[config.mk]
export PLATFORM = sky130hd
export DESIGN_NAME = cpu_top
export DESIGN_NICKNAME = d
export VERILOG_FILES = /design/src/design/cpu_pkg.sv /design/src/design/instr_fetch.sv /design/src/design/operand_unit.sv /design/src/design/cpu_control.sv /design/src/design/cpu_top.sv
export SDC_FILE = /design/constraint.sdc
export NUM_CORES = 1
export LEC_CHECK = 0
export BUFFER_PORTS_ARGS = -buffer_cell sky130_fd_sc_hd__buf_4
export CORE_AREA = 2 2 150 152
export DETAILED_ROUTE_END_ITERATION = 6
export DIE_AREA = 0 0 152 154
export PLACE_DENSITY = 0.77
export SLEW_MARGIN = 10
export SYNTH_ARGS = -nofsm -noshare
export SYNTH_HDL_FRONTEND = slang
export SYNTH_SLANG_ARGS = --single-unit
[constraint.sdc]
create_clock -name clk -period 7.65 [get_ports clk]
set_input_delay 0.765 -clock clk [delete_from_list [all_inputs] [get_ports clk]]
set_output_delay 0.765 -clock clk [all_outputs]
set_load 0.05 [all_outputs]
[src/design/cpu_pkg.sv]
`default_nettype none

package cpu_pkg;

    localparam int word_width = 16;  // instruction and data word
    localparam int start_pc = 8;     // words 0..7 are the register file

    typedef logic [word_width-1:0] word_t;

    typedef enum logic [3:0] {
        op_move = 4'd0,
        op_add  = 4'd1,
        op_sub  = 4'd2,
        op_mul  = 4'd3,
        op_in   = 4'd7,
        op_out  = 4'd8,
        op_stop = 4'd15
    } opcode_e;

    // first instruction word, msb first
    typedef struct packed {
        opcode_e    opcode;
        logic       a_ind;
        logic [2:0] a_reg;
        logic       b_ind;
        logic [2:0] b_reg;
        logic       c_ind;
        logic [2:0] c_reg;
    } instr_t;

    // source of the next memory address
    typedef enum logic [2:0] {
        as_pc,
        as_a_field,
        as_b_field,
        as_c_field,
        as_rdata,    // pointer just read from memory
        as_dest
    } addr_sel_e;

    typedef enum logic [1:0] {
        ws_b,
        ws_imm,
        ws_alu,
        ws_in
    } wdata_sel_e;

    typedef enum logic [1:0] {
        alu_add,
        alu_sub,
        alu_mul
    } alu_op_e;

    typedef struct packed {
        logic       addr_ld;
        addr_sel_e  addr_sel;
        logic       we;
        wdata_sel_e wdata_sel;
        logic       a_ld;
        logic       a_from_field;  // direct A takes the register number itself
        logic       b_ld;
        logic       c_ld;
        alu_op_e    alu_op;
        logic       out_ld;
    } ctrl_t;

    typedef enum logic [4:0] {
        st_fetch,
        st_fetch_wait,
        st_ir,
        st_decode,
        st_imm_wait,
        st_imm,
        st_a,
        st_a_wait,
        st_a_ind,
        st_b,
        st_b_wait,
        st_b_dir,
        st_b_ind_wait,
        st_b_ind,
        st_c,
        st_c_wait,
        st_c_dir,
        st_c_ind_wait,
        st_c_ind,
        st_exec,
        st_write,
        st_out_req,
        st_out_wait,
        st_out,
        st_halt
    } state_e;

endpackage

`default_nettype wire

[src/design/instr_fetch.sv]
`default_nettype none

module instr_fetch import cpu_pkg::*; #(
    parameter int ADDR_WIDTH = 6
) (
    input  logic                  clk,
    input  logic                  rst_n,
    input  logic                  pc_inc,
    input  logic                  ir_ld,
    input  logic                  imm_ld,
    input  word_t                 mem_rdata,
    output instr_t                instr,
    output word_t                 imm,
    output logic [ADDR_WIDTH-1:0] pc
);

    instr_t ir_q;
    word_t  imm_q;
    logic [ADDR_WIDTH-1:0] pc_q;

    // program counter and instruction register
    always_ff @(posedge clk or negedge rst_n) begin
        if (!rst_n) begin
            pc_q <= ADDR_WIDTH'(start_pc);
            ir_q <= '0;
        end else begin
            if (pc_inc) begin
                pc_q <= pc_q + 1'b1;  // wraps at the top of memory
            end
            if (ir_ld) begin
                ir_q <= mem_rdata;    // split into fields by instr_t
            end
        end
    end

    // second word of the immediate form
    always_ff @(posedge clk) begin
        if (imm_ld) begin
            imm_q <= mem_rdata;
        end
    end

    assign instr = ir_q;
    assign imm   = imm_q;
    assign pc    = pc_q;

endmodule

`default_nettype wire

[src/design/operand_unit.sv]
`default_nettype none

module operand_unit import cpu_pkg::*; #(
    parameter int ADDR_WIDTH = 6
) (
    input  logic                  clk,
    input  logic                  rst_n,
    input  ctrl_t                 ctrl,
    input  instr_t                instr,
    input  word_t                 imm,
    input  logic [ADDR_WIDTH-1:0] pc,
    input  word_t                 mem_rdata,
    input  word_t                 in_data,
    output logic [ADDR_WIDTH-1:0] mem_addr,
    output logic                  mem_we,
    output word_t                 mem_wdata,
    output word_t                 out_data
);

    logic [ADDR_WIDTH-1:0] a_q;     // destination address
    word_t b_q;
    word_t c_q;
    word_t alu_y;
    word_t wdata_d;
    logic [ADDR_WIDTH-1:0] addr_d;

    always_comb begin
        case (ctrl.alu_op)
            alu_sub: alu_y = b_q - c_q;
            alu_mul: alu_y = b_q * c_q;  // low half only
            default: alu_y = b_q + c_q;
        endcase
    end

    // next memory address
    always_comb begin
        case (ctrl.addr_sel)
            as_a_field: addr_d = ADDR_WIDTH'(instr.a_reg);
            as_b_field: addr_d = ADDR_WIDTH'(instr.b_reg);
            as_c_field: addr_d = ADDR_WIDTH'(instr.c_reg);
            as_rdata:   addr_d = mem_rdata[ADDR_WIDTH-1:0];
            as_dest:    addr_d = a_q;
            default:    addr_d = pc;
        endcase
    end

    always_comb begin
        case (ctrl.wdata_sel)
            ws_imm:  wdata_d = imm;
            ws_alu:  wdata_d = alu_y;
            ws_in:   wdata_d = in_data;
            default: wdata_d = b_q;
        endcase
    end

    // memory interface and output port
    always_ff @(posedge clk or negedge rst_n) begin
        if (!rst_n) begin
            mem_addr <= '0;
            mem_we   <= 1'b0;
            out_data <= '0;
        end else begin
            mem_we <= ctrl.we;  // one state of we gives one write cycle
            if (ctrl.addr_ld) begin
                mem_addr <= addr_d;
            end
            if (ctrl.out_ld) begin
                out_data <= mem_rdata;
            end
        end
    end

    always_ff @(posedge clk) begin
        if (ctrl.a_ld) begin
            if (ctrl.a_from_field) begin
                a_q <= ADDR_WIDTH'(instr.a_reg);
            end else begin
                a_q <= mem_rdata[ADDR_WIDTH-1:0];
            end
        end
        if (ctrl.b_ld) begin
            b_q <= mem_rdata;
        end
        if (ctrl.c_ld) begin
            c_q <= mem_rdata;
        end
        if (ctrl.we) begin
            mem_wdata <= wdata_d;
        end
    end

endmodule

`default_nettype wire

[src/design/cpu_control.sv]
`default_nettype none

module cpu_control import cpu_pkg::*; (
    input  logic   clk,
    input  logic   rst_n,
    input  instr_t instr,
    output ctrl_t  ctrl,
    output logic   pc_inc,
    output logic   ir_ld,
    output logic   imm_ld,
    output logic   halted
);

    state_e state;
    state_e state_nx;
    state_e route_st;    // after decode and immediate word
    state_e after_a_st;
    state_e after_b_st;
    logic   imm_form;

    assign imm_form = ({instr.c_ind, instr.c_reg} == 4'b1000);

    // targets that only depend on the opcode
    always_comb begin
        case (instr.opcode)
            op_stop: route_st = st_halt;
            op_move, op_add, op_sub, op_mul, op_in, op_out: route_st = st_a;
            default: route_st = st_fetch;  // unused opcode does nothing
        endcase

        if (instr.opcode == op_out) begin
            after_a_st = st_out_req;
        end else if (instr.opcode == op_in || imm_form) begin
            after_a_st = st_exec;          // no B or C read
        end else begin
            after_a_st = st_b;
        end

        if (instr.opcode == op_move) begin
            after_b_st = st_exec;
        end else begin
            after_b_st = st_c;
        end
    end

    always_ff @(posedge clk or negedge rst_n) begin
        if (!rst_n) begin
            state <= st_fetch;
        end else begin
            state <= state_nx;
        end
    end

    always_comb begin
        state_nx = state;
        ctrl     = '0;
        pc_inc   = 1'b0;
        ir_ld    = 1'b0;
        imm_ld   = 1'b0;
        case (state)
            st_fetch: begin
                ctrl.addr_ld  = 1'b1;
                ctrl.addr_sel = as_pc;
                pc_inc        = 1'b1;
                state_nx      = st_fetch_wait;
            end
            st_fetch_wait: state_nx = st_ir;
            st_ir: begin
                ir_ld    = 1'b1;
                state_nx = st_decode;
            end
            st_decode: begin
                if (imm_form) begin
                    ctrl.addr_ld  = 1'b1;  // second word sits at pc
                    ctrl.addr_sel = as_pc;
                    pc_inc        = 1'b1;
                    state_nx      = st_imm_wait;
                end else begin
                    state_nx = route_st;
                end
            end
            st_imm_wait: state_nx = st_imm;
            st_imm: begin
                imm_ld   = 1'b1;
                state_nx = route_st;
            end
            st_a: begin
                if (instr.a_ind) begin
                    ctrl.addr_ld  = 1'b1;
                    ctrl.addr_sel = as_a_field;
                    state_nx      = st_a_wait;
                end else begin
                    ctrl.a_ld         = 1'b1;
                    ctrl.a_from_field = 1'b1;
                    state_nx          = after_a_st;
                end
            end
            st_a_wait: state_nx = st_a_ind;
            st_a_ind: begin
                ctrl.a_ld = 1'b1;  // destination held in the register word
                state_nx  = after_a_st;
            end
            st_b: begin
                ctrl.addr_ld  = 1'b1;
                ctrl.addr_sel = as_b_field;
                state_nx      = st_b_wait;
            end
            st_b_wait: state_nx = st_b_dir;
            st_b_dir: begin
                if (instr.b_ind) begin
                    ctrl.addr_ld  = 1'b1;  // follow the pointer
                    ctrl.addr_sel = as_rdata;
                    state_nx      = st_b_ind_wait;
                end else begin
                    ctrl.b_ld = 1'b1;
                    state_nx  = after_b_st;
                end
            end
            st_b_ind_wait: state_nx = st_b_ind;
            st_b_ind: begin
                ctrl.b_ld = 1'b1;
                state_nx  = after_b_st;
            end
            st_c: begin
                ctrl.addr_ld  = 1'b1;
                ctrl.addr_sel = as_c_field;
                state_nx      = st_c_wait;
            end
            st_c_wait: state_nx = st_c_dir;
            st_c_dir: begin
                if (instr.c_ind) begin
                    ctrl.addr_ld  = 1'b1;
                    ctrl.addr_sel = as_rdata;
                    state_nx      = st_c_ind_wait;
                end else begin
                    ctrl.c_ld = 1'b1;
                    state_nx  = st_exec;
                end
            end
            st_c_ind_wait: state_nx = st_c_ind;
            st_c_ind: begin
                ctrl.c_ld = 1'b1;
                state_nx  = st_exec;
            end
            st_exec: begin
                ctrl.addr_ld  = 1'b1;
                ctrl.addr_sel = as_dest;
                ctrl.we       = 1'b1;
                case (instr.opcode)
                    op_move: begin
                        if (imm_form) begin
                            ctrl.wdata_sel = ws_imm;
                        end else begin
                            ctrl.wdata_sel = ws_b;
                        end
                    end
                    op_in:   ctrl.wdata_sel = ws_in;
                    default: ctrl.wdata_sel = ws_alu;
                endcase
                case (instr.opcode)
                    op_sub:  ctrl.alu_op = alu_sub;
                    op_mul:  ctrl.alu_op = alu_mul;
                    default: ctrl.alu_op = alu_add;
                endcase
                state_nx = st_write;
            end
            st_write: state_nx = st_fetch;  // mem_we high during this state
            st_out_req: begin
                ctrl.addr_ld  = 1'b1;
                ctrl.addr_sel = as_dest;
                state_nx      = st_out_wait;
            end
            st_out_wait: state_nx = st_out;
            st_out: begin
                ctrl.out_ld = 1'b1;
                state_nx    = st_fetch;
            end
            st_halt: state_nx = st_halt;  // left only by reset
            default: state_nx = st_fetch;
        endcase
    end

    assign halted = (state == st_halt);

endmodule

`default_nettype wire

[src/design/cpu_top.sv]
`default_nettype none

module cpu_top import cpu_pkg::*; #(
    parameter int ADDR_WIDTH = 6
) (
    input  logic                  clk,
    input  logic                  rst_n,
    input  word_t                 mem_rdata,
    input  word_t                 in_data,
    output logic [ADDR_WIDTH-1:0] mem_addr,
    output logic                  mem_we,
    output word_t                 mem_wdata,
    output word_t                 out_data,
    output logic                  halted
);

    ctrl_t  ctrl;
    instr_t instr;
    word_t  imm;
    logic [ADDR_WIDTH-1:0] pc;
    logic   pc_inc;
    logic   ir_ld;
    logic   imm_ld;

    instr_fetch #(
        .ADDR_WIDTH(ADDR_WIDTH)
    ) u_fetch (
        .clk       (clk),
        .rst_n     (rst_n),
        .pc_inc    (pc_inc),
        .ir_ld     (ir_ld),
        .imm_ld    (imm_ld),
        .mem_rdata (mem_rdata),
        .instr     (instr),
        .imm       (imm),
        .pc        (pc)
    );

    operand_unit #(
        .ADDR_WIDTH(ADDR_WIDTH)
    ) u_operand (
        .clk       (clk),
        .rst_n     (rst_n),
        .ctrl      (ctrl),
        .instr     (instr),
        .imm       (imm),
        .pc        (pc),
        .mem_rdata (mem_rdata),
        .in_data   (in_data),
        .mem_addr  (mem_addr),
        .mem_we    (mem_we),
        .mem_wdata (mem_wdata),
        .out_data  (out_data)
    );

    cpu_control u_control (
        .clk    (clk),
        .rst_n  (rst_n),
        .instr  (instr),
        .ctrl   (ctrl),
        .pc_inc (pc_inc),
        .ir_ld  (ir_ld),
        .imm_ld (imm_ld),
        .halted (halted)
    );

endmodule

`default_nettype wire

# Word level (Yosys, flattened, before mapping)
# Index checks and enable logic that the tools add are counted.
# totals
wordCells,102
register_bits,120
out_inout_bits,40
in_bits,34
# classes
n_eq_ne,40
n_mux,35
reduce_logical,5
n_mul,1
addsub,3
# op_table
op,count
5-bit case mux with 23 select lines,1
16-bit case mux with 3 select lines,1
"5-bit by 4-bit equality test with 1-bit output, second input constant",8
"5-bit equality test, second input constant",8
16-bit case mux with 2 select lines,1
4-bit case mux with 8 select lines,1
5-bit 2-to-1 mux,6
6-bit case mux with 5 select lines,1
"5-bit by 3-bit equality test with 1-bit output, second input constant",4
16-bit adder,1
16-bit by 16-bit multiplier with 16-bit output,1
4-bit 2-to-1 mux,4
16-bit subtractor,1
"4-bit equality test, second input constant",3
"5-bit by 2-bit equality test with 1-bit output, second input constant",2
5-bit case mux with 2 select lines,1
"4-bit by 2-bit equality test with 1-bit output, second input constant",2
1-bit 2-to-1 mux,8
1-bit case mux with 2 select lines,4
2-bit case mux with 2 select lines,2
"6-bit by 1-bit adder with 6-bit output, second input constant",1
"2-bit equality test, second input constant",3
"3-bit by 2-bit equality test with 1-bit output, second input constant",2
"3-bit equality test, second input constant",2
12 further kinds,16

# Logic depth before layout (Yosys ltp)
# depth
depth_word,6
ltp_mapped,21
depth_no_buf,20

# Modules after synthesis
# A second synthesis with hierarchy kept.
# unflattened
cells_unflattened,1052
hier_area_um2,10776.6
# by_module_without_submodules
mod,n_inst,cells_per_inst,area_each_um2,seq_area_each_um2
operand_unit,1,850,8425.6,2197.1
instr_fetch,1,68,1372.6,1032.2
cpu_control,1,134,978.4,125.1

# Least setup slack after synthesis
# Ideal clock, no wire load.
# synth_timing
path_kind,reg2reg
startpoint,reg u_operand.c_q[2]
endpoint,reg u_operand.mem_wdata[15] (data pin)
arrival_ps,5097
setup_time_ps,268
t_required_ps,7382
period_less_slack_ps,5365
path_slack_ps,2285
path_stages_with_launch,21
n_path_buf,2
path_cell_list,edfxtp_1 > clkbuf_1 > clkbuf_1 > and2_1 > fa_1 > inv_1 > fa_1 > inv_1 > fa_1 > fa_1 > inv_1 > fa_1 > fa_1 > xnor2_1 > xnor2_1 > xnor2_1 > xnor2_1 > xnor3_1 > xnor2_1 > nand2_1 > a31oi_1
# synth_between
elab_chain_cells,3
elab_cells_between_ends,5
classes_between,2 x add/sub; 1 x mul; 2 x mux
# synth_rtl
element,line,source
"start, declared",operand_unit.sv:22,word_t c_q;
"start signal, assigned",operand_unit.sv:85,c_q <= mem_rdata;
"16-bit by 16-bit multiplier with 16-bit output, or another cell as far along",operand_unit.sv:30,alu_mul: alu_y = b_q * c_q;
16-bit case mux with 2 select lines (*),operand_unit.sv:28,case (ctrl.alu_op)
16-bit case mux with 3 select lines (*),operand_unit.sv:48,case (ctrl.wdata_sel)
net u_operand.wdata_d[15],operand_unit.sv:24,word_t wdata_d;
"end signal, assigned",operand_unit.sv:88,mem_wdata <= wdata_d;
"end, declared",operand_unit.sv:16,"output word_t mem_wdata,"
# The timed path passes the listed nets; every way through them passes the cells marked *.
# A chain may end at the register's enable or synchronous reset.

# Worst setup path after layout
# layout_timing
startpoint,reg u_operand.b_q[3]
endpoint,reg u_operand.mem_wdata[14] (data pin)
# layout_between
elab_chain_cells,3
elab_cells_between_ends,5
classes_between,2 x add/sub; 1 x mul; 2 x mux
# layout_rtl
element,line,source
"start, declared",operand_unit.sv:21,word_t b_q;
"start signal, assigned",operand_unit.sv:82,b_q <= mem_rdata;
"16-bit by 16-bit multiplier with 16-bit output, or another cell as far along",operand_unit.sv:30,
16-bit case mux with 2 select lines (*),operand_unit.sv:28,
16-bit case mux with 3 select lines (*),operand_unit.sv:48,
net u_operand.wdata_d[14],operand_unit.sv:24,
# Marked as above.

==> metrics.txt <==
Num Clock Sinks 120; worst reg2reg path depth 17; RR Startpoint u_operand.b_q[3]; Core ar. between 0.02 and 0.025 mm²; sequential-to-total area share from yosys stat between 30% and 40%; port bufs 73; Post-DP HPWL ~19000 µm; syn_area_per_cell ~10 µm²; Post-synth EDFFs 70; H-tree depth 4; Setup Viol. Count Final 0; crit-path cells and2_1 > fa_1 > fa_1 > ha_1 > fa_1 > inv_1 > fa_1 > fa_1 > inv_1 > ha_1 > a21o_1 > a31oi_1 > o21ai_0 > o41ai_1 > xnor2_1 > o22ai_1 > a21oi_1; Vias/cell 5.75; synth warn 0; die footprint ~0.023 mm²; fillers roughly 1800; max-cap viol count 0; Pre-antenna DRT Iters 5; CTS buffer count 17; Vias a little under 8000; asr flop ratio synth a little over two fifths; CTS Hold Buffers Added 0; later-pin clock latency in the skew report around 420 ps; # rows 54; dominant synthesized flop cell edfxtp_1; VDD IR max around 560 µV; clk slew on worst S/H paths roughly 60 ps; TritonCTS clock tree yes; Worst EP arrival just over 6000 ps; Die Ht approximately 150 µm; Worst path max stage delay between 600 and 700 ps; Fmax achieved about 0.17 GHz; vias in the first global route just over 8000; largest net degree at the start of global routing 51; critical path class reg -> reg; Antenna diodes 0; Reg area about 0.0034 mm²; # DRC 0; Root Driver clkbuf_16; first-pass GRT wire length 42100 µm; Pleak ~5.1 nW; Power per Cell Area ~460 mW/mm²; Chip Width ~150 µm; Hold Slack roughly 370 ps; worst-path fanout max 15; Slew @ Worst Pin between 1000 and 1500 ps; setup_tns 0 ps; #FFs+latches synth 120; nets around 1300; Post-CTS Setup Bufs 0; total gr overflow 0; status finished clean; R2R Path End u_operand.mem_wdata[14]; area grow syn2layout 13.3%; CP Launch Type flip-flop; DRT iter0 DRCs between 600 and 700; final clock period utilization by the worst path slightly below 80%; gr usage total a little under a quarter; final hold viol count 0; Worst slew margin 21.8%; post-cts repair resize count 0; Final Critical Period ~6000 ps; crit-path most repeated cell fa_1; CTS Buffer Depth 2; HP Class in -> async; fraction of layout cells with a size suffix above 1 between 10% and 20%; IO Count 74; Netlist cell types 67; initial antenna violation count 0; RSZ-0062 raised after global routing no; Multi-input gate area 0.00624 mm²; Synth Cell Area between 0.01 and 0.015 mm²; CP Capture Type flip-flop; critical path's slowest cell edfxtp_1; final setup skew 10.5 ps; crit path launch u_operand.b_q[3]; Setup crit end u_operand.mem_wdata[14]; Post-Route WL 25900 µm; Max Slew Vio Count 0; required time worst endpoint 7800 ps; RD Place Congestion 0.927; DRT antenna net count 0; syn_nets 1204; Synth Instances between 1000 and 1500; WL/cell approximately 19 µm; R2R setup slack 1680 ps; Initial Utilization approximately 47%
routing by layer:
metal | up-vias | wire length [µm] | GRT usage, %
met5 | - | 0 | 0
met4 | 0 | 608 | 7.48
met3 | 51 | 2140 | 4.99
met2 | 353 | 12500 | 37.4
met1 | 3851 | 10700 | 29.5
li1 | 3584 | - | -
where the power goes:
group | total (W) | switching (W) | internal (W)
clock network | 0.000844 | 0.000296 | 0.000548
logic | 0.00346 | 0.00199 | 0.00146
registers | 0.00110 | 0.000234 | 0.000867
total | 0.00540 | 0.00252 | 0.00288
cells in the mapped netlist, types with 8 or more instances:
cell type | number | share of area (%)
nand2b_1 | 13 | 0.79
o21ai_1 | 13 | 0.63
fa_1 | 81 | 16
clkbuf_1 | 34 | 1.2
and2_1 | 70 | 4.3
mux2_2 | 41 | 4.5
dfrtp_1 | 49 | 12
nand3_1 | 12 | 0.59
xnor2_1 | 45 | 3.8
a222oi_1 | 15 | 1.5
edfxtp_1 | 70 | 20
nor2b_1 | 11 | 0.67
inv_1 | 123 | 4.5
nor2_1 | 49 | 1.8
xor2_1 | 21 | 1.8
nor3_1 | 20 | 0.98
nand2_1 | 109 | 4.0
a21oi_1 | 30 | 1.5
o21ai_0 | 27 | 1.3
ha_1 | 67 | 8.2
buf_2 | 8 | 0.39
per-stage QoR:
stage          cell area (µm²)  power (W)  util [%]  std cells  setup slack, ps
3_5_place_dp             11000    0.00453      50.7       1332             1720
3_3_place_gp             11000    0.00446      50.7       1332             1770
2_1_floorplan            10300    0.00367         -       1022             2290
6_report                 11600    0.00540      53.6       1364             1680
4_1_cts                  11600    0.00540      53.6       1364             1710
5_1_grt                  11600    0.00590      53.6       1364             1440
cell type report:
cell class	instances	share of cell area [%]
Multi-Input combinational cell	730	53.7
Sequential cell	120	28.9
Timing Repair Buffer	78	5.04
Inverter	124	4.00
Clock buffer	18	3.69
Tap cell	280	3.01
Clock inverter	14	1.69
logic make-up after synthesis:
| group | count (synthesis) | share of synthesized area (%) |
|---|---|---|
| flip-flops | 120 | 32.7 |
| XOR/XNOR | 67 | 5.85 |
| AO/OA/AOI/OAI | 154 | 10.3 |
| adder cells (fa/ha/maj) | 148 | 24.0 |
| AND/OR/NAND/NOR | 316 | 15.7 |
| multiplexers | 45 | 4.89 |
| buffers and inverters | 172 | 6.61 |
layout by cell type (no fill, tap or decap), types with 45 or more instances in the layout:
cell type,synthesis,routed
fa_1,81,81
xnor2_1,45,45
nor2_1,49,49
inv_1,123,123
ha_1,67,67
nand2_1,109,109
buf_4,0,78
dfrtp_1,49,49
and2_1,70,70
edfxtp_1,70,70
flip-flops by register name (all words and copies together), names as in the netlist, 5 cells and up:
register / cells
u_fetch.instr: 16
u_fetch.imm: 16
u_control.state: 5
u_operand.a_q: 6
u_operand.c_q: 16
u_operand.b_q: 16
u_operand.mem_addr: 6
u_fetch.pc: 6
u_operand.mem_wdata: 16
u_operand.out_data: 16
how the worst min path moves through the flow:
| stage | from | to | slack [ps] | cells after the start |
|---|---|---|---|---|
| 3_5_place_dp | u_fetch.pc[5] | u_fetch.pc[5] | 470 | 1 |
| 5_1_grt | rst_n | u_operand.out_data[7] | 420 | 1 |
| 3_3_place_gp | u_fetch.pc[5] | u_fetch.pc[5] | 460 | 1 |
| 4_1_cts | rst_n | u_operand.out_data[8] | 390 | 1 |
| 2_1_floorplan | u_fetch.pc[5] | u_fetch.pc[5] | 450 | 1 |
| 6_report | rst_n | u_operand.out_data[7] | 370 | 1 |
worst max-delay path, delay by kind of cell (launching register included):
family | cells | cell delay (ps)
buffers and inverters | 2 | 90
adders and majority gates | 7 | 3070
AOI/OAI and AO/OA | 6 | 1370
xor gates and xnor gates | 1 | 210
DFF | 1 | 670
and+or+nand+nor | 1 | 280
No activity file was read; power rests on OpenSTA's default activity.
